===== src/hw/core_pkg.sv =====
package core_pkg;

    localparam int XLEN   = 32;
    localparam int NREGS  = 32;
    localparam int REG_AW = 5;
    localparam int GP_REG = 3;

    typedef logic [XLEN-1:0]   word_t;
    typedef logic [REG_AW-1:0] reg_addr_t;

    localparam word_t RESET_PC = 32'h0000_0000;

    // major opcodes, RISC-V encodings
    typedef enum logic [6:0] {
        OPC_OP_IMM = 7'b0010011,
        OPC_OP     = 7'b0110011,
        OPC_LOAD   = 7'b0000011,
        OPC_STORE  = 7'b0100011,
        OPC_BRANCH = 7'b1100011,
        OPC_JAL    = 7'b1101111,
        OPC_SYSTEM = 7'b1110011
    } opcode_e;

    typedef enum logic [2:0] {
        ALU_ADD,
        ALU_SUB,
        ALU_AND,
        ALU_OR,
        ALU_XOR,
        ALU_SLT
    } alu_op_e;

    // owner of the shared memory port
    typedef enum logic [1:0] {
        GNT_NONE,
        GNT_FETCH,
        GNT_DATA
    } grant_e;

endpackage


===== src/hw/reg_file.sv =====
`timescale 1ns/1ns

module reg_file import core_pkg::*; (
    input  logic      clk,
    input  logic      arst_n_i,
    input  reg_addr_t rs1_addr_i,
    input  reg_addr_t rs2_addr_i,
    input  logic      wb_valid_i,
    input  logic      wb_we_i,
    input  reg_addr_t wb_rd_i,
    input  word_t     wb_data_i,
    output word_t     rs1_data_o,
    output word_t     rs2_data_o,
    output word_t     gp_o
);

    word_t regs [NREGS];
    logic  wr_en;

    // x0 is never written
    assign wr_en = wb_valid_i && wb_we_i && (wb_rd_i != '0);

    always_ff @(posedge clk or negedge arst_n_i) begin
        if (!arst_n_i) begin
            for (int i = 0; i < NREGS; i++)
                regs[i] <= '0;
        end else if (wr_en) begin
            regs[wb_rd_i] <= wb_data_i;
        end
    end

    // write-through stands in for forwarding
    assign rs1_data_o = (wr_en && wb_rd_i == rs1_addr_i) ? wb_data_i : regs[rs1_addr_i];
    assign rs2_data_o = (wr_en && wb_rd_i == rs2_addr_i) ? wb_data_i : regs[rs2_addr_i];
    assign gp_o       = regs[GP_REG];

endmodule


===== src/hw/fetch_unit.sv =====
`timescale 1ns/1ns

module fetch_unit import core_pkg::*; (
    input  logic  clk,
    input  logic  arst_n_i,
    input  logic  fetch_gnt_i,
    input  logic  fetch_rvalid_i,
    input  word_t fetch_rdata_i,
    input  logic  stall_i,
    input  logic  flush_i,
    input  word_t redirect_pc_i,
    input  logic  halt_i,
    output logic  fetch_req_o,
    output word_t fetch_addr_o,
    output logic  id_valid_o,
    output word_t id_pc_o,
    output word_t id_inst_o
);

    word_t pc;
    logic  fetch_en;
    logic  pending;
    logic  stale;
    logic  accept;

    // a response dropped while ID holds is simply fetched again from the same pc
    assign accept       = fetch_rvalid_i && !stale && !flush_i && !stall_i;
    assign fetch_req_o  = fetch_en && !pending && !halt_i;
    assign fetch_addr_o = pc;

    always_ff @(posedge clk or negedge arst_n_i) begin
        if (!arst_n_i) begin
            fetch_en   <= 1'b0;
            pending    <= 1'b0;
            stale      <= 1'b0;
            pc         <= RESET_PC;
            id_valid_o <= 1'b0;
        end else begin
            fetch_en <= 1'b1;
            if (fetch_gnt_i)
                pending <= 1'b1;
            else if (fetch_rvalid_i)
                pending <= 1'b0;
            // redirect while a fetch is in flight
            if (fetch_rvalid_i)
                stale <= 1'b0;
            else if (flush_i && (pending || fetch_gnt_i))
                stale <= 1'b1;
            if (flush_i)
                pc <= redirect_pc_i;
            else if (accept)
                pc <= pc + 32'd4;
            if (flush_i)
                id_valid_o <= 1'b0;
            else if (!stall_i)
                id_valid_o <= fetch_rvalid_i && !stale;
        end
    end

    always_ff @(posedge clk) begin
        if (accept) begin
            id_pc_o   <= pc;
            id_inst_o <= fetch_rdata_i;
        end
    end

    // exit latch is sticky, fetch stays quiet from then on
    assert property (@(posedge clk) disable iff (!arst_n_i) halt_i |=> !fetch_req_o);

endmodule


===== src/hw/decode_stage.sv =====
`timescale 1ns/1ns

module decode_stage import core_pkg::*; (
    input  logic      clk,
    input  logic      arst_n_i,
    input  logic      id_valid_i,
    input  word_t     id_pc_i,
    input  word_t     id_inst_i,
    input  word_t     rs1_data_i,
    input  word_t     rs2_data_i,
    input  logic      stall_i,
    input  logic      stall_ex_i,
    input  logic      flush_i,
    output reg_addr_t rs1_addr_o,
    output reg_addr_t rs2_addr_o,
    output logic      ex_valid_o,
    output word_t     ex_pc_o,
    output opcode_e   ex_opcode_o,
    output alu_op_e   ex_alu_op_o,
    output word_t     ex_op1_o,
    output word_t     ex_op2_o,
    output word_t     ex_rs2_data_o,
    output word_t     ex_imm_o,
    output reg_addr_t ex_rd_o,
    output logic      ex_rf_we_o,
    output logic      ex_branch_ne_o
);

    logic [2:0] funct3;
    word_t      imm_i, imm_s, imm_b, imm_j, imm;
    opcode_e    opcode;
    alu_op_e    alu_op, f3_op;
    logic       f3_ok, rf_we, use_rs1, use_rs2, op2_imm;

    assign funct3 = id_inst_i[14:12];
    assign imm_i  = {{20{id_inst_i[31]}}, id_inst_i[31:20]};
    assign imm_s  = {{20{id_inst_i[31]}}, id_inst_i[31:25], id_inst_i[11:7]};
    assign imm_b  = {{20{id_inst_i[31]}}, id_inst_i[7], id_inst_i[30:25],
                     id_inst_i[11:8], 1'b0};
    assign imm_j  = {{12{id_inst_i[31]}}, id_inst_i[19:12], id_inst_i[20],
                     id_inst_i[30:21], 1'b0};

    always_comb begin
        f3_ok = 1'b1;
        f3_op = ALU_ADD;
        case (funct3)
            3'b000:  f3_op = (id_inst_i[6:0] == OPC_OP && id_inst_i[30]) ? ALU_SUB : ALU_ADD;
            3'b010:  f3_op = ALU_SLT;
            3'b100:  f3_op = ALU_XOR;
            3'b110:  f3_op = ALU_OR;
            3'b111:  f3_op = ALU_AND;
            default: f3_ok = 1'b0;
        endcase
    end

    // anything not recognised leaves the defaults, an ADDI that writes nothing
    always_comb begin
        opcode  = OPC_OP_IMM;
        alu_op  = ALU_ADD;
        imm     = imm_i;
        rf_we   = 1'b0;
        use_rs1 = 1'b0;
        use_rs2 = 1'b0;
        op2_imm = 1'b1;
        case (id_inst_i[6:0])
            OPC_OP_IMM: if (f3_ok) begin
                alu_op  = f3_op;
                rf_we   = 1'b1;
                use_rs1 = 1'b1;
            end
            OPC_OP: if (f3_ok) begin
                opcode  = OPC_OP;
                alu_op  = f3_op;
                rf_we   = 1'b1;
                use_rs1 = 1'b1;
                use_rs2 = 1'b1;
                op2_imm = 1'b0;
            end
            OPC_LOAD: if (funct3 == 3'b010) begin
                opcode  = OPC_LOAD;
                rf_we   = 1'b1;
                use_rs1 = 1'b1;
            end
            OPC_STORE: if (funct3 == 3'b010) begin
                opcode  = OPC_STORE;
                imm     = imm_s;
                use_rs1 = 1'b1;
                use_rs2 = 1'b1;
            end
            OPC_BRANCH: if (funct3[2:1] == 2'b00) begin
                opcode  = OPC_BRANCH;
                imm     = imm_b;
                use_rs1 = 1'b1;
                use_rs2 = 1'b1;
                op2_imm = 1'b0;
            end
            OPC_JAL: begin
                opcode = OPC_JAL;
                imm    = imm_j;
                rf_we  = 1'b1;
            end
            OPC_SYSTEM: if (id_inst_i == 32'h0000_0073)
                opcode = OPC_SYSTEM;
            default: ;
        endcase
    end

    // unused source fields read as x0 so they never trip the interlock
    assign rs1_addr_o = use_rs1 ? id_inst_i[19:15] : '0;
    assign rs2_addr_o = use_rs2 ? id_inst_i[24:20] : '0;

    always_ff @(posedge clk or negedge arst_n_i) begin
        if (!arst_n_i)
            ex_valid_o <= 1'b0;
        else if (flush_i)
            ex_valid_o <= 1'b0;
        else if (!stall_ex_i)
            ex_valid_o <= id_valid_i && !stall_i;
    end

    always_ff @(posedge clk) begin
        if (!stall_ex_i) begin
            ex_pc_o        <= id_pc_i;
            ex_opcode_o    <= opcode;
            ex_alu_op_o    <= alu_op;
            ex_op1_o       <= rs1_data_i;
            ex_op2_o       <= op2_imm ? imm : rs2_data_i;
            ex_rs2_data_o  <= rs2_data_i;
            ex_imm_o       <= imm;
            ex_rd_o        <= id_inst_i[11:7];
            ex_rf_we_o     <= rf_we;
            ex_branch_ne_o <= funct3[0];
        end
    end

endmodule


===== src/hw/execute_stage.sv =====
`timescale 1ns/1ns

module execute_stage import core_pkg::*; (
    input  logic      clk,
    input  logic      arst_n_i,
    input  logic      ex_valid_i,
    input  word_t     ex_pc_i,
    input  opcode_e   ex_opcode_i,
    input  alu_op_e   ex_alu_op_i,
    input  word_t     ex_op1_i,
    input  word_t     ex_op2_i,
    input  word_t     ex_rs2_data_i,
    input  word_t     ex_imm_i,
    input  reg_addr_t ex_rd_i,
    input  logic      ex_rf_we_i,
    input  logic      ex_branch_ne_i,
    input  logic      stall_i,
    output logic      redirect_o,
    output word_t     target_o,
    output logic      mem_valid_o,
    output opcode_e   mem_opcode_o,
    output word_t     mem_result_o,
    output word_t     mem_store_data_o,
    output reg_addr_t mem_rd_o,
    output logic      mem_rf_we_o
);

    word_t alu_out;
    logic  taken;

    always_comb begin
        case (ex_alu_op_i)
            ALU_SUB: alu_out = ex_op1_i - ex_op2_i;
            ALU_AND: alu_out = ex_op1_i & ex_op2_i;
            ALU_OR:  alu_out = ex_op1_i | ex_op2_i;
            ALU_XOR: alu_out = ex_op1_i ^ ex_op2_i;
            ALU_SLT: alu_out = word_t'($signed(ex_op1_i) < $signed(ex_op2_i));
            default: alu_out = ex_op1_i + ex_op2_i;
        endcase
    end

    // branches carry rs2 in op2
    assign taken = (ex_opcode_i == OPC_JAL) ||
                   (ex_opcode_i == OPC_BRANCH && ((ex_op1_i == ex_op2_i) ^ ex_branch_ne_i));

    assign redirect_o = ex_valid_i && !stall_i && taken;
    assign target_o   = ex_pc_i + ex_imm_i;

    always_ff @(posedge clk or negedge arst_n_i) begin
        if (!arst_n_i)
            mem_valid_o <= 1'b0;
        else if (!stall_i)
            mem_valid_o <= ex_valid_i;
    end

    always_ff @(posedge clk) begin
        if (!stall_i) begin
            mem_opcode_o     <= ex_opcode_i;
            mem_result_o     <= (ex_opcode_i == OPC_JAL) ? ex_pc_i + 32'd4 : alu_out;
            mem_store_data_o <= ex_rs2_data_i;
            mem_rd_o         <= ex_rd_i;
            mem_rf_we_o      <= ex_rf_we_i;
        end
    end

endmodule


===== src/hw/load_store_unit.sv =====
`timescale 1ns/1ns

module load_store_unit import core_pkg::*; (
    input  logic      clk,
    input  logic      arst_n_i,
    input  logic      mem_valid_i,
    input  opcode_e   mem_opcode_i,
    input  word_t     mem_result_i,
    input  word_t     mem_store_data_i,
    input  reg_addr_t mem_rd_i,
    input  logic      mem_rf_we_i,
    input  logic      data_gnt_i,
    input  logic      data_rvalid_i,
    input  word_t     data_rdata_i,
    output logic      data_req_o,
    output logic      data_we_o,
    output word_t     data_addr_o,
    output word_t     data_wdata_o,
    output logic      busy_o,
    output logic      wb_valid_o,
    output logic      wb_we_o,
    output reg_addr_t wb_rd_o,
    output word_t     wb_data_o,
    output logic      wb_exit_o
);

    logic is_load, is_store;
    logic wait_resp;

    assign is_load  = mem_valid_i && mem_opcode_i == OPC_LOAD;
    assign is_store = mem_valid_i && mem_opcode_i == OPC_STORE;

    assign data_req_o   = (is_load || is_store) && !wait_resp;
    assign data_we_o    = is_store;
    assign data_addr_o  = mem_result_i;
    assign data_wdata_o = mem_store_data_i;

    // store leaves on its grant, load on its response
    assign busy_o = (is_store && !data_gnt_i) || (is_load && !data_rvalid_i);

    always_ff @(posedge clk or negedge arst_n_i) begin
        if (!arst_n_i) begin
            wait_resp  <= 1'b0;
            wb_valid_o <= 1'b0;
        end else begin
            if (is_load && data_gnt_i)
                wait_resp <= 1'b1;
            else if (data_rvalid_i)
                wait_resp <= 1'b0;
            wb_valid_o <= mem_valid_i && !busy_o;
        end
    end

    always_ff @(posedge clk) begin
        if (mem_valid_i && !busy_o) begin
            wb_we_o   <= mem_rf_we_i;
            wb_rd_o   <= mem_rd_i;
            wb_data_o <= is_load ? data_rdata_i : mem_result_i;
            wb_exit_o <= mem_opcode_i == OPC_SYSTEM;
        end
    end

    // a granted load blocks the port until its data is back
    assert property (@(posedge clk) disable iff (!arst_n_i)
        data_gnt_i && !data_we_o |=> !data_req_o);

endmodule


===== src/hw/mem_arbiter.sv =====
`timescale 1ns/1ns

module mem_arbiter import core_pkg::*; (
    input  logic  clk,
    input  logic  arst_n_i,
    input  logic  fetch_req_i,
    input  word_t fetch_addr_i,
    input  logic  data_req_i,
    input  logic  data_we_i,
    input  word_t data_addr_i,
    input  word_t data_wdata_i,
    input  word_t mem_rdata_i,
    output logic  fetch_gnt_o,
    output logic  data_gnt_o,
    output logic  fetch_rvalid_o,
    output logic  data_rvalid_o,
    output word_t rdata_o,
    output logic  mem_req_o,
    output logic  mem_we_o,
    output word_t mem_addr_o,
    output word_t mem_wdata_o
);

    grant_e owner;

    // data always wins
    assign data_gnt_o  = data_req_i;
    assign fetch_gnt_o = fetch_req_i && !data_req_i;

    assign mem_req_o   = data_req_i || fetch_req_i;
    assign mem_we_o    = data_req_i && data_we_i;
    assign mem_addr_o  = data_req_i ? data_addr_i : fetch_addr_i;
    assign mem_wdata_o = data_wdata_i;

    // stores get no response
    always_ff @(posedge clk or negedge arst_n_i) begin
        if (!arst_n_i)
            owner <= GNT_NONE;
        else if (data_gnt_o)
            owner <= data_we_i ? GNT_NONE : GNT_DATA;
        else if (fetch_gnt_o)
            owner <= GNT_FETCH;
        else
            owner <= GNT_NONE;
    end

    assign fetch_rvalid_o = owner == GNT_FETCH;
    assign data_rvalid_o  = owner == GNT_DATA;
    assign rdata_o        = mem_rdata_i;

    assert property (@(posedge clk) disable iff (!arst_n_i) !(fetch_gnt_o && data_gnt_o));
    assert property (@(posedge clk) disable iff (!arst_n_i)
        fetch_rvalid_o |-> $past(fetch_gnt_o));
    assert property (@(posedge clk) disable iff (!arst_n_i)
        data_rvalid_o |-> $past(data_gnt_o));

endmodule


===== src/hw/pipeline_ctrl.sv =====
`timescale 1ns/1ns

module pipeline_ctrl import core_pkg::*; (
    input  logic      clk,
    input  logic      arst_n_i,
    input  reg_addr_t rs1_addr_i,
    input  reg_addr_t rs2_addr_i,
    input  logic      id_valid_i,
    input  logic      ex_valid_i,
    input  reg_addr_t ex_rd_i,
    input  logic      ex_rf_we_i,
    input  logic      mem_valid_i,
    input  reg_addr_t mem_rd_i,
    input  logic      mem_rf_we_i,
    input  logic      lsu_busy_i,
    input  logic      redirect_i,
    input  logic      wb_valid_i,
    input  logic      wb_exit_i,
    output logic      stall_id_o,
    output logic      stall_ex_o,
    output logic      stall_mem_o,
    output logic      flush_o,
    output logic      exit_o
);

    logic ex_wr, mem_wr;
    logic hit_rs1, hit_rs2;

    assign ex_wr  = ex_valid_i && ex_rf_we_i;
    assign mem_wr = mem_valid_i && mem_rf_we_i;

    // no forwarding, so wait until the producer reaches WB
    assign hit_rs1 = (rs1_addr_i != '0) &&
                     ((ex_wr && ex_rd_i == rs1_addr_i) || (mem_wr && mem_rd_i == rs1_addr_i));
    assign hit_rs2 = (rs2_addr_i != '0) &&
                     ((ex_wr && ex_rd_i == rs2_addr_i) || (mem_wr && mem_rd_i == rs2_addr_i));

    assign stall_mem_o = lsu_busy_i;
    assign stall_ex_o  = lsu_busy_i;
    assign stall_id_o  = lsu_busy_i || (id_valid_i && (hit_rs1 || hit_rs2));
    assign flush_o     = redirect_i;

    always_ff @(posedge clk or negedge arst_n_i) begin
        if (!arst_n_i)
            exit_o <= 1'b0;
        else if (wb_valid_i && wb_exit_i)
            exit_o <= 1'b1;
    end

    // execute holds its redirect while memory back-pressure is on
    assert property (@(posedge clk) disable iff (!arst_n_i) flush_o |-> !stall_ex_o);

endmodule


===== src/hw/core_top.sv =====
`timescale 1ns/1ns

module core_top import core_pkg::*; (
    input  logic  clk,
    input  logic  arst_n_i,
    input  word_t mem_rdata_i,
    output logic  mem_req_o,
    output logic  mem_we_o,
    output word_t mem_addr_o,
    output word_t mem_wdata_o,
    output logic  exit_o,
    output word_t gp_o
);

    logic      fetch_req, fetch_gnt, fetch_rvalid;
    word_t     fetch_addr, rdata;
    logic      data_req, data_we, data_gnt, data_rvalid;
    word_t     data_addr, data_wdata;
    logic      stall_id, stall_ex, stall_mem, flush, redirect, lsu_busy;
    word_t     target;
    logic      id_valid;
    word_t     id_pc, id_inst;
    reg_addr_t rs1_addr, rs2_addr;
    word_t     rs1_data, rs2_data;
    logic      ex_valid, ex_rf_we, ex_branch_ne;
    opcode_e   ex_opcode;
    alu_op_e   ex_alu_op;
    word_t     ex_pc, ex_op1, ex_op2, ex_rs2_data, ex_imm;
    reg_addr_t ex_rd;
    logic      mem_valid, mem_rf_we;
    opcode_e   mem_opcode;
    word_t     mem_result, mem_store_data;
    reg_addr_t mem_rd;
    logic      wb_valid, wb_we, wb_exit;
    reg_addr_t wb_rd;
    word_t     wb_data;

    fetch_unit u_fetch_unit (
        .clk(clk), .arst_n_i(arst_n_i),
        .fetch_gnt_i(fetch_gnt), .fetch_rvalid_i(fetch_rvalid), .fetch_rdata_i(rdata),
        .stall_i(stall_id), .flush_i(flush), .redirect_pc_i(target), .halt_i(exit_o),
        .fetch_req_o(fetch_req), .fetch_addr_o(fetch_addr),
        .id_valid_o(id_valid), .id_pc_o(id_pc), .id_inst_o(id_inst)
    );

    decode_stage u_decode_stage (
        .clk(clk), .arst_n_i(arst_n_i),
        .id_valid_i(id_valid), .id_pc_i(id_pc), .id_inst_i(id_inst),
        .rs1_data_i(rs1_data), .rs2_data_i(rs2_data),
        .stall_i(stall_id), .stall_ex_i(stall_ex), .flush_i(flush),
        .rs1_addr_o(rs1_addr), .rs2_addr_o(rs2_addr),
        .ex_valid_o(ex_valid), .ex_pc_o(ex_pc), .ex_opcode_o(ex_opcode),
        .ex_alu_op_o(ex_alu_op), .ex_op1_o(ex_op1), .ex_op2_o(ex_op2),
        .ex_rs2_data_o(ex_rs2_data), .ex_imm_o(ex_imm), .ex_rd_o(ex_rd),
        .ex_rf_we_o(ex_rf_we), .ex_branch_ne_o(ex_branch_ne)
    );

    reg_file u_reg_file (
        .clk(clk), .arst_n_i(arst_n_i),
        .rs1_addr_i(rs1_addr), .rs2_addr_i(rs2_addr),
        .wb_valid_i(wb_valid), .wb_we_i(wb_we), .wb_rd_i(wb_rd), .wb_data_i(wb_data),
        .rs1_data_o(rs1_data), .rs2_data_o(rs2_data), .gp_o(gp_o)
    );

    execute_stage u_execute_stage (
        .clk(clk), .arst_n_i(arst_n_i),
        .ex_valid_i(ex_valid), .ex_pc_i(ex_pc), .ex_opcode_i(ex_opcode),
        .ex_alu_op_i(ex_alu_op), .ex_op1_i(ex_op1), .ex_op2_i(ex_op2),
        .ex_rs2_data_i(ex_rs2_data), .ex_imm_i(ex_imm), .ex_rd_i(ex_rd),
        .ex_rf_we_i(ex_rf_we), .ex_branch_ne_i(ex_branch_ne), .stall_i(stall_mem),
        .redirect_o(redirect), .target_o(target),
        .mem_valid_o(mem_valid), .mem_opcode_o(mem_opcode), .mem_result_o(mem_result),
        .mem_store_data_o(mem_store_data), .mem_rd_o(mem_rd), .mem_rf_we_o(mem_rf_we)
    );

    load_store_unit u_load_store_unit (
        .clk(clk), .arst_n_i(arst_n_i),
        .mem_valid_i(mem_valid), .mem_opcode_i(mem_opcode), .mem_result_i(mem_result),
        .mem_store_data_i(mem_store_data), .mem_rd_i(mem_rd), .mem_rf_we_i(mem_rf_we),
        .data_gnt_i(data_gnt), .data_rvalid_i(data_rvalid), .data_rdata_i(rdata),
        .data_req_o(data_req), .data_we_o(data_we), .data_addr_o(data_addr),
        .data_wdata_o(data_wdata), .busy_o(lsu_busy),
        .wb_valid_o(wb_valid), .wb_we_o(wb_we), .wb_rd_o(wb_rd),
        .wb_data_o(wb_data), .wb_exit_o(wb_exit)
    );

    mem_arbiter u_mem_arbiter (
        .clk(clk), .arst_n_i(arst_n_i),
        .fetch_req_i(fetch_req), .fetch_addr_i(fetch_addr),
        .data_req_i(data_req), .data_we_i(data_we), .data_addr_i(data_addr),
        .data_wdata_i(data_wdata), .mem_rdata_i(mem_rdata_i),
        .fetch_gnt_o(fetch_gnt), .data_gnt_o(data_gnt),
        .fetch_rvalid_o(fetch_rvalid), .data_rvalid_o(data_rvalid), .rdata_o(rdata),
        .mem_req_o(mem_req_o), .mem_we_o(mem_we_o),
        .mem_addr_o(mem_addr_o), .mem_wdata_o(mem_wdata_o)
    );

    pipeline_ctrl u_pipeline_ctrl (
        .clk(clk), .arst_n_i(arst_n_i),
        .rs1_addr_i(rs1_addr), .rs2_addr_i(rs2_addr), .id_valid_i(id_valid),
        .ex_valid_i(ex_valid), .ex_rd_i(ex_rd), .ex_rf_we_i(ex_rf_we),
        .mem_valid_i(mem_valid), .mem_rd_i(mem_rd), .mem_rf_we_i(mem_rf_we),
        .lsu_busy_i(lsu_busy), .redirect_i(redirect),
        .wb_valid_i(wb_valid), .wb_exit_i(wb_exit),
        .stall_id_o(stall_id), .stall_ex_o(stall_ex), .stall_mem_o(stall_mem),
        .flush_o(flush), .exit_o(exit_o)
    );

endmodule


===== config.mk =====
export PLATFORM = sky130hd
export DESIGN_NAME = core_top
export DESIGN_NICKNAME = d
export VERILOG_FILES = /design/src/hw/core_pkg.sv /design/src/hw/reg_file.sv /design/src/hw/fetch_unit.sv /design/src/hw/decode_stage.sv /design/src/hw/execute_stage.sv /design/src/hw/load_store_unit.sv /design/src/hw/mem_arbiter.sv /design/src/hw/pipeline_ctrl.sv /design/src/hw/core_top.sv
export SDC_FILE = /design/constraint.sdc
export NUM_CORES = 2
export LEC_CHECK = 0
export BUFFER_PORTS_ARGS = -buffer_cell sky130_fd_sc_hd__buf_2
export CORE_AREA = 5 5 422 424
export CTS_BUF_LIST = sky130_fd_sc_hd__clkbuf_8
export DETAILED_ROUTE_END_ITERATION = 8
export DIE_AREA = 0 0 427 429
export GPL_ROUTABILITY_DRIVEN = 0
export PLACE_DENSITY = 0.6
export SLEW_MARGIN = 10
export SYNTH_ARGS = -nofsm -noshare
export SYNTH_HDL_FRONTEND = slang
export SYNTH_SLANG_ARGS = --single-unit

===== constraint.sdc =====
create_clock -name clk -period 11.9 [get_ports clk]
set_input_delay 0 -clock clk [delete_from_list [all_inputs] [get_ports clk]]
set_output_delay 0 -clock clk [all_outputs]
set_load 0.05 [all_outputs]

Word level (Yosys, flattened, before mapping). Cells that the tools add are included.

Flip-flop bits (word level): 1413. Input bits: 34. Word-level logic and storage cells: 234.

$add $sub $neg: 5. $lt $le $gt $ge: 5. Equality and inequality tests: 33. Mux-type cells: 54. Bitwise gates (word level): 7. Reduce and logical (&&, ||, !) cells: 66.

Operators by type and width (count): $bwmux W1024 (1); $mux W32 (13); $bmux W32 S5 (2); $demux W32 S5 (1); $pmux W32 S5 (1); $add A32 B3 Y32 const B (2); $add A32 B32 Y32 (2); $pmux W20 S3 (1); $eq A7 B7 Y1 const B (6); $pmux W7 S6 (1); $logic_and A1 B1 Y1 (35); $and A32 B32 Y32 (1); $eq A32 B32 Y1 (1); $eq A32 B7 Y1 const B (1); $lt A32 B32 Y1 (1); $or A32 B32 Y32 (1); $sub A32 B32 Y32 (1); $xor A32 B32 Y32 (1); $eq A5 B5 Y1 (6); $eq A7 B6 Y1 const B (3); $mux W5 (4); $ge A6 B6 Y1 const B (3); $mux W1 (18); $not A5 Y6 (3); other kinds (26) (61).

Logic depth before layout (Yosys ltp).
Depth after elaboration: 17. Gate-level depth with buffers: 15. Mapped depth without buffers: 13.

Modules after synthesis. A second synthesis with hierarchy kept.

Cells, all modules: 5689. Area, all modules: 77729.5 um^2.

By module, submodules not included: reg_file (times used 1, cells an instance 3533, area each 53816.6 um^2, sequential area each 25624.6 um^2); execute_stage (times used 1, cells an instance 1275, area each 10072.2 um^2, sequential area each 2337.2 um^2); decode_stage (times used 1, cells an instance 306, area each 6145.9 um^2, sequential area each 4919.7 um^2); fetch_unit (times used 1, cells an instance 270, area each 3956.3 um^2, sequential area each 2822.7 um^2); load_store_unit (times used 1, cells an instance 156, area each 2319.7 um^2, sequential area each 1221.2 um^2); mem_arbiter (times used 1, cells an instance 109, area each 1096.1 um^2, sequential area each 50.0 um^2); pipeline_ctrl (times used 1, cells an instance 40, area each 322.8 um^2, sequential area each 25.0 um^2).

Worst setup path before layout. Ideal clock, no wire load.

Kind: flip-flop to flip-flop. From: reg u_execute_stage.mem_opcode_o[4]. To: reg u_fetch_unit.id_inst_o[0], enable pin. Setup time: 486 ps. Data arrival time: 8482 ps. Required time: 11414 ps. Slack: 2931 ps. Stages on the path, launching flop included: 8. Path buffers: 1. Clock period less this slack: 8969 ps. Cells stage by stage: edfxtp_1 -> or4b_2 -> nor2_1 -> inv_1 -> o2111ai_1 -> inv_1 -> buf_1 -> nor2_1.

Cells in the longest elaborated chain, start to end: 13. Elaborated cells on any way between the ends: 18.

RTL lines: start: declaration (line execute_stage.sv:21) `output opcode_e mem_opcode_o,`; start signal: assignment (line execute_stage.sv:58) `mem_opcode_o <= ex_opcode_i;`; $eq A7 B2 Y1 or $eq A7 B6 Y1 (tied branches) (line load_store_unit.sv:30, load_store_unit.sv:31); $logic_and A1 B1 Y1 (on tied branches) (line load_store_unit.sv:30, load_store_unit.sv:31); $logic_or A1 B1 Y1 (line load_store_unit.sv:33) `assign data_req_o = (is_load || is_store) && !wait_resp;`; $logic_and A1 B1 Y1 (line load_store_unit.sv:33); $logic_not A1 Y1 (line load_store_unit.sv:39) `assign busy_o = (is_store && !data_gnt_i) || (is_load && !data_rvalid_i);`; $logic_and A1 B1 Y1 (line load_store_unit.sv:39); $logic_or A1 B1 Y1 * (line load_store_unit.sv:39); $logic_not A1 Y1 (line execute_stage.sv:46) `assign redirect_o = ex_valid_i && !stall_i && taken;`; $logic_and A1 B1 Y1 (2 in series) (line execute_stage.sv:46); $logic_not A1 Y1 (line fetch_unit.sv:27) `assign accept = fetch_rvalid_i && !stale && !flush_i && !stall_i;`; $logic_and A1 B1 Y1 (line fetch_unit.sv:27); $logic_and A1 B1 Y1 * (line fetch_unit.sv:27); net u_fetch_unit.accept (line fetch_unit.sv:24) `logic accept;`; end signal: assignment (line fetch_unit.sv:63) `id_inst_o <= fetch_rdata_i;`; end: declaration (line fetch_unit.sv:17) `output word_t id_inst_o`.

Mark *: on every way through the listed nets, which the timed path passes. The rest lies on a longest branch. A chain may end at the register's enable or synchronous reset.

Worst setup path in the final report.
From: reg u_fetch_unit.id_inst_o[12]. To: reg u_decode_stage.ex_op1_o[22], data pin.

Cells in the longest elaborated chain, start to end: 11. Elaborated cells on any way between the ends: 18.

RTL lines: $eq A3 B3 Y1, or another cell as far along (line decode_stage.sv:46) `case (funct3)`; $reduce_or A5 Y1 (no source line); $mux W1 (line decode_stage.sv:46); $mux W1 (line decode_stage.sv:66, decode_stage.sv:71); $pmux W1 S3 * (line decode_stage.sv:65) `case (id_inst_i[6:0])`; $mux W5 * (line decode_stage.sv:109) `assign rs1_addr_o = use_rs1 ? id_inst_i[19:15] : '0;`; $not A5 Y6 (implied by the code) (line reg_file.sv:33) `assign rs1_data_o = (wr_en && wb_rd_i == rs1_addr_i) ? wb_data_i : regs[rs1_addr_i];`; $bmux W32 S5 (line reg_file.sv:33); $mux W32 (implied by the code) (2 in series) (line reg_file.sv:33); $mux W32 * (line reg_file.sv:33); net rs1_data[22] (line core_top.sv:24) `word_t rs1_data, rs2_data;`; end signal: assignment (line decode_stage.sv:126) `ex_op1_o <= rs1_data_i;`; end: declaration (line decode_stage.sv:20) `output word_t ex_op1_o,`.

Mark *: on every way through the listed nets, which the timed path passes. The rest lies on a longest branch. The select of a mux whose other input is x is not followed.

==> results.tsv <==
stage	metric	value	unit
run_status	status	complete, no violations	
power_and_ir_drop	ir_worst_vdd	0.123	mV
power_and_ir_drop	p_per_area	144	nW/µm²
detailed_routing	wl_met2	123000	µm
floorplanning	die_area	183000	µm²
clock_network	insertion_delay	1020	ps
yosys	synth_nets	7208	
critical_path	critPathCaptureType	register	
global_route	grt_pass1_wl	413000	µm
finish	nFillCells	15500	
yosys	yosysWarnings	0	
timing	worst_pin_slew	1240	ps
power_and_ir_drop	combPwrFrac	0.156	
yosys	ys_seq_area_frac	0.474	
power_and_ir_drop	p_switching	0.00373	W
yosys	async_flop_share	0.758	
global_route	grt_pass1_vias	60100	
yosys	syn_avg_cell_area	11.1	µm²
timing	report.final.hold_viol_count	0	
detailed_routing	ant_nets	0	
clock_network	cts_tree	built	
finish	final_nets	7134	
timing	skew	49.1	ps
power_and_ir_drop	sequentialPowerShare	0.488	
timing	fin_crit	6130	ps
power_and_ir_drop	internal_power	0.00862	W
detailed_routing	first_pass_iters	8	
yosys	synthDistinctLibCells	97	
detailed_routing	via_per_inst	6.51	
finish	final_area	85700	µm²
clock_network	numCtsBuffers	235	
critical_path	arrival	6780	ps
critical_path	rr_startpoint	u_fetch_unit.id_inst_o[12]$_DFFE_PP_	
critical_path	crit_required	12550	ps
timing	fmax	0.163	GHz
power_and_ir_drop	p_leak	38.5	nW
floorplanning	ios	133	
placement	io_buffers	132	
critical_path	cp_slowest_cell	nor4_1	
clock_network	cts_root_buffer	clkbuf_8	
floorplanning	die_w	427	µm
timing	tns	0	ps
run	cap_violations	0	
finish	synthToLayoutAreaGrowth	10.2	%
timing	maxSlewViolCount	0	
detailed_routing	wl_met1	114000	µm
hold_path	min-delay-start	mem_rdata_i[27]	
placement	hpwl	174000	µm
yosys	syn-cell-area	77800	µm²
global_route	grt_overflow	0	
finish	instances_no_fill	9500	
detailed_routing	highest_layer	met5	
global_route	grt_usage	0.300	
yosys	synth_edf_count	340	
power_and_ir_drop	total_power	0.0124	W
global_route	antenna_found_initial	6	
floorplanning	core	173000	µm²
yosys	synth_ff_type	dfrtp_1	
detailed_routing	wl_met3	29900	µm
hold_path	hold_class	in -> reg	
hold_path	whs_path_depth	3	
clock_network	clock_sinks	1407	
clock_network	htreeDepth	4	
timing	max_slew_margin	0.160	
critical_path	crit_fanout	38	
floorplanning	fp.dieH	429	µm
power_and_ir_drop	power_frac_clock	0.356	
critical_path	crit_chain	or3b_4, a2111oi_1, or2_1, nand3_4, buf_4, buf_4, o22ai_1, a211oi_1, a21oi_1, nor2_1, nor4_1, nor3_1	
floorplanning	rows	153	
clock_network	clkTransAtPathRegs	70	ps
placement	dp_cells	8989	
timing	setup_viol	0	
critical_path	path_common_cell	buf_4	
detailed_routing	num_vias	61800	
detailed_routing	drtIter0Drc	8405	
critical_path	critical-path-max-stage-delay	1020	ps
finish	drive_above_1_share	0.263	
critical_path	critPathLaunchType	register	
detailed_routing	routed_wl	283000	µm
placement	placed_cell_area	80200	µm²
clock_network	cts_max_path_buffers	3	
detailed_routing	drc_errors	0	
floorplanning	initial_utilization	0.449	
detailed_routing	wl_per_cell	29.7	µm
yosys	synth_seq_cells	1407	
critical_path	r2r_slack	5770	ps
critical_path	reg2reg_depth	12	
critical_path	path_class	reg -> reg	
critical_path	r2r-end	u_decode_stage.ex_op1_o[22]$_DFFE_PN_	
power_and_ir_drop	switching_share	0.302	
yosys	netlist_instances	7042	
hold_path	min_to	u_load_store_unit.wb_data_o[27]$_DFFE_PP_	
clock_network	cts-resized-gates	0	
global_route	grt_max_degree	168	
timing	period_share	0.515	
timing	grt_setup_unrepaired	no	
==> stage by stage <==
step | hold WS (ps) | worst slack (ps) | util
floorplan | -296 | 2930 | -
global placement | 122 | 6280 | 0.463
detailed placement | 135 | 6160 | 0.463
CTS | 7.00 | 6100 | 0.494
global route | 12.4 | 5620 | 0.494
finish | 66.1 | 5770 | 0.494
==> power by group through the flow <==
stage	sequential, W	clock, W	combinational, W
finish	0.00603	0.00440	0.00193
floorplan	0.00591	0	0.00134
global placement	0.00608	0	0.00184
global route	0.00608	0.00469	0.00208
CTS	0.00601	0.00447	0.00190
detailed placement	0.00609	0	0.00188
==> area by class of cell <==
class	count	area [µm²]	area share
Multi-Input combinational cell	4827	37900	0.442
Inverter	131	499	0.00582
Antenna cell	5	12.5	0.000146
Clock buffer	297	4090	0.0477
Clock inverter	142	733	0.00855
Sequential cell	1407	36900	0.430
Timing Repair Buffer	366	2700	0.0315
Tap cell	2325	2910	0.0339
==> cells in the mapped netlist, types with 15 or more instances <==
cell type,number,area share
o21ai_0,238,0.015
buf_4,37,0.0036
and3_1,26,0.0021
buf_1,79,0.0038
nor2_1,301,0.015
clkbuf_1,477,0.023
a2111oi_0,16,0.0018
and2_1,66,0.0053
nand4_1,23,0.0018
ha_1,129,0.021
nand2_1,649,0.031
nand3_1,74,0.0048
o211ai_1,16,0.0015
xor2_1,51,0.0057
nor4_1,70,0.0056
a211oi_1,94,0.0091
a211o_1,28,0.0032
a31oi_1,114,0.0092
nor2b_1,33,0.0027
inv_1,129,0.0062
buf_2,71,0.0046
or4_1,15,0.0014
mux2i_1,367,0.047
nor3b_1,27,0.0026
and2_0,15,0.0012
nand2b_1,25,0.0020
a311oi_1,37,0.0042
o21bai_1,17,0.0016
o221ai_1,221,0.025
a21oi_1,405,0.026
edfxtp_1,340,0.13
mux4_2,75,0.022
xnor2_1,73,0.0082
mux2_2,1064,0.15
o22ai_1,203,0.016
nor3_1,87,0.0056
dfrtp_1,1067,0.34
a21o_1,43,0.0041
==> worst max path at each step <==
stage | from | end | slack, ps
finish | u_fetch_unit.id_inst_o[12]$_DFFE_PP_ | u_decode_stage.ex_op1_o[22]$_DFFE_PN_ | 5770
global route | u_fetch_unit.id_inst_o[12]$_DFFE_PP_ | u_decode_stage.ex_op1_o[22]$_DFFE_PN_ | 5620
CTS | u_fetch_unit.id_inst_o[12]$_DFFE_PP_ | u_decode_stage.ex_op1_o[12]$_DFFE_PN_ | 6100
detailed placement | u_fetch_unit.id_inst_o[2]$_DFFE_PP_ | u_decode_stage.ex_op1_o[22]$_DFFE_PN_ | 6160
global placement | u_fetch_unit.id_inst_o[12]$_DFFE_PP_ | u_decode_stage.ex_op1_o[22]$_DFFE_PN_ | 6280
floorplan | u_execute_stage.mem_opcode_o[4]$_DFFE_PN_ | u_fetch_unit.id_inst_o[0]$_DFFE_PP_ | 2930
==> kinds of logic after synthesis <==
group | after synthesis | share of synthesized area
AOI/OAI and AO/OA | 1588 | 0.136
xor gates and xnor gates | 124 | 0.0140
adders and majority gates | 132 | 0.0215
buffers and inverters | 808 | 0.0436
DFF | 1407 | 0.474
muxes | 1517 | 0.224
other | 1 | 0.0000482
and+or+nand+nor | 1465 | 0.0864
==> cell usage in the layout, fill, tap and decap left out, drive strengths merged, types with 221 or more instances in the layout <==
master,instances
nand2,649
inv,222
dfrtp,1067
o221ai,221
mux2,1075
o21ai,247
mux2i,367
nor2,303
a21oi,405
clkbuf,297
buf,300
edfxtp,340
==> critical path: cells and delay by family, from the launching register on <==
family | cells | cell delay [ps]
flops | 1 | 500
simple gates | 6 | 3360
compound gates | 4 | 940
buf+inv | 2 | 890
==> metal layers <==
metal | global-route usage | vias to the layer above
met2 | 0.449 | 3711
met1 | 0.404 | 31200
met3 | 0.0809 | 875
li1 | - | 26100
met5 | 0 | -
met4 | 0.147 | 6
==> registers in the layout, indices dropped and copies added, names as in the netlist, 32 cells and up <==
| register | flops |
|---|---|
| u_fetch_unit.fetch_addr_o | 32 |
| u_decode_stage.ex_op2_o | 32 |
| u_reg_file.regs | 992 |
| u_reg_file.gp_o | 32 |
| u_load_store_unit.wb_data_o | 32 |
| u_execute_stage.mem_store_data_o | 32 |
| u_decode_stage.ex_pc_o | 32 |
| u_decode_stage.ex_op1_o | 32 |
| u_fetch_unit.id_pc_o | 32 |
| u_decode_stage.ex_rs2_data_o | 32 |
| u_execute_stage.mem_result_o | 32 |
| u_fetch_unit.id_inst_o | 32 |
==> repair_timing <==
item                      4_1_cts  5_1_grt
hold buffers                   67        0
setup buffers                   0        0
hold endpoints to repair      588        0
Note: power is estimated with default switching activity, not from simulation.
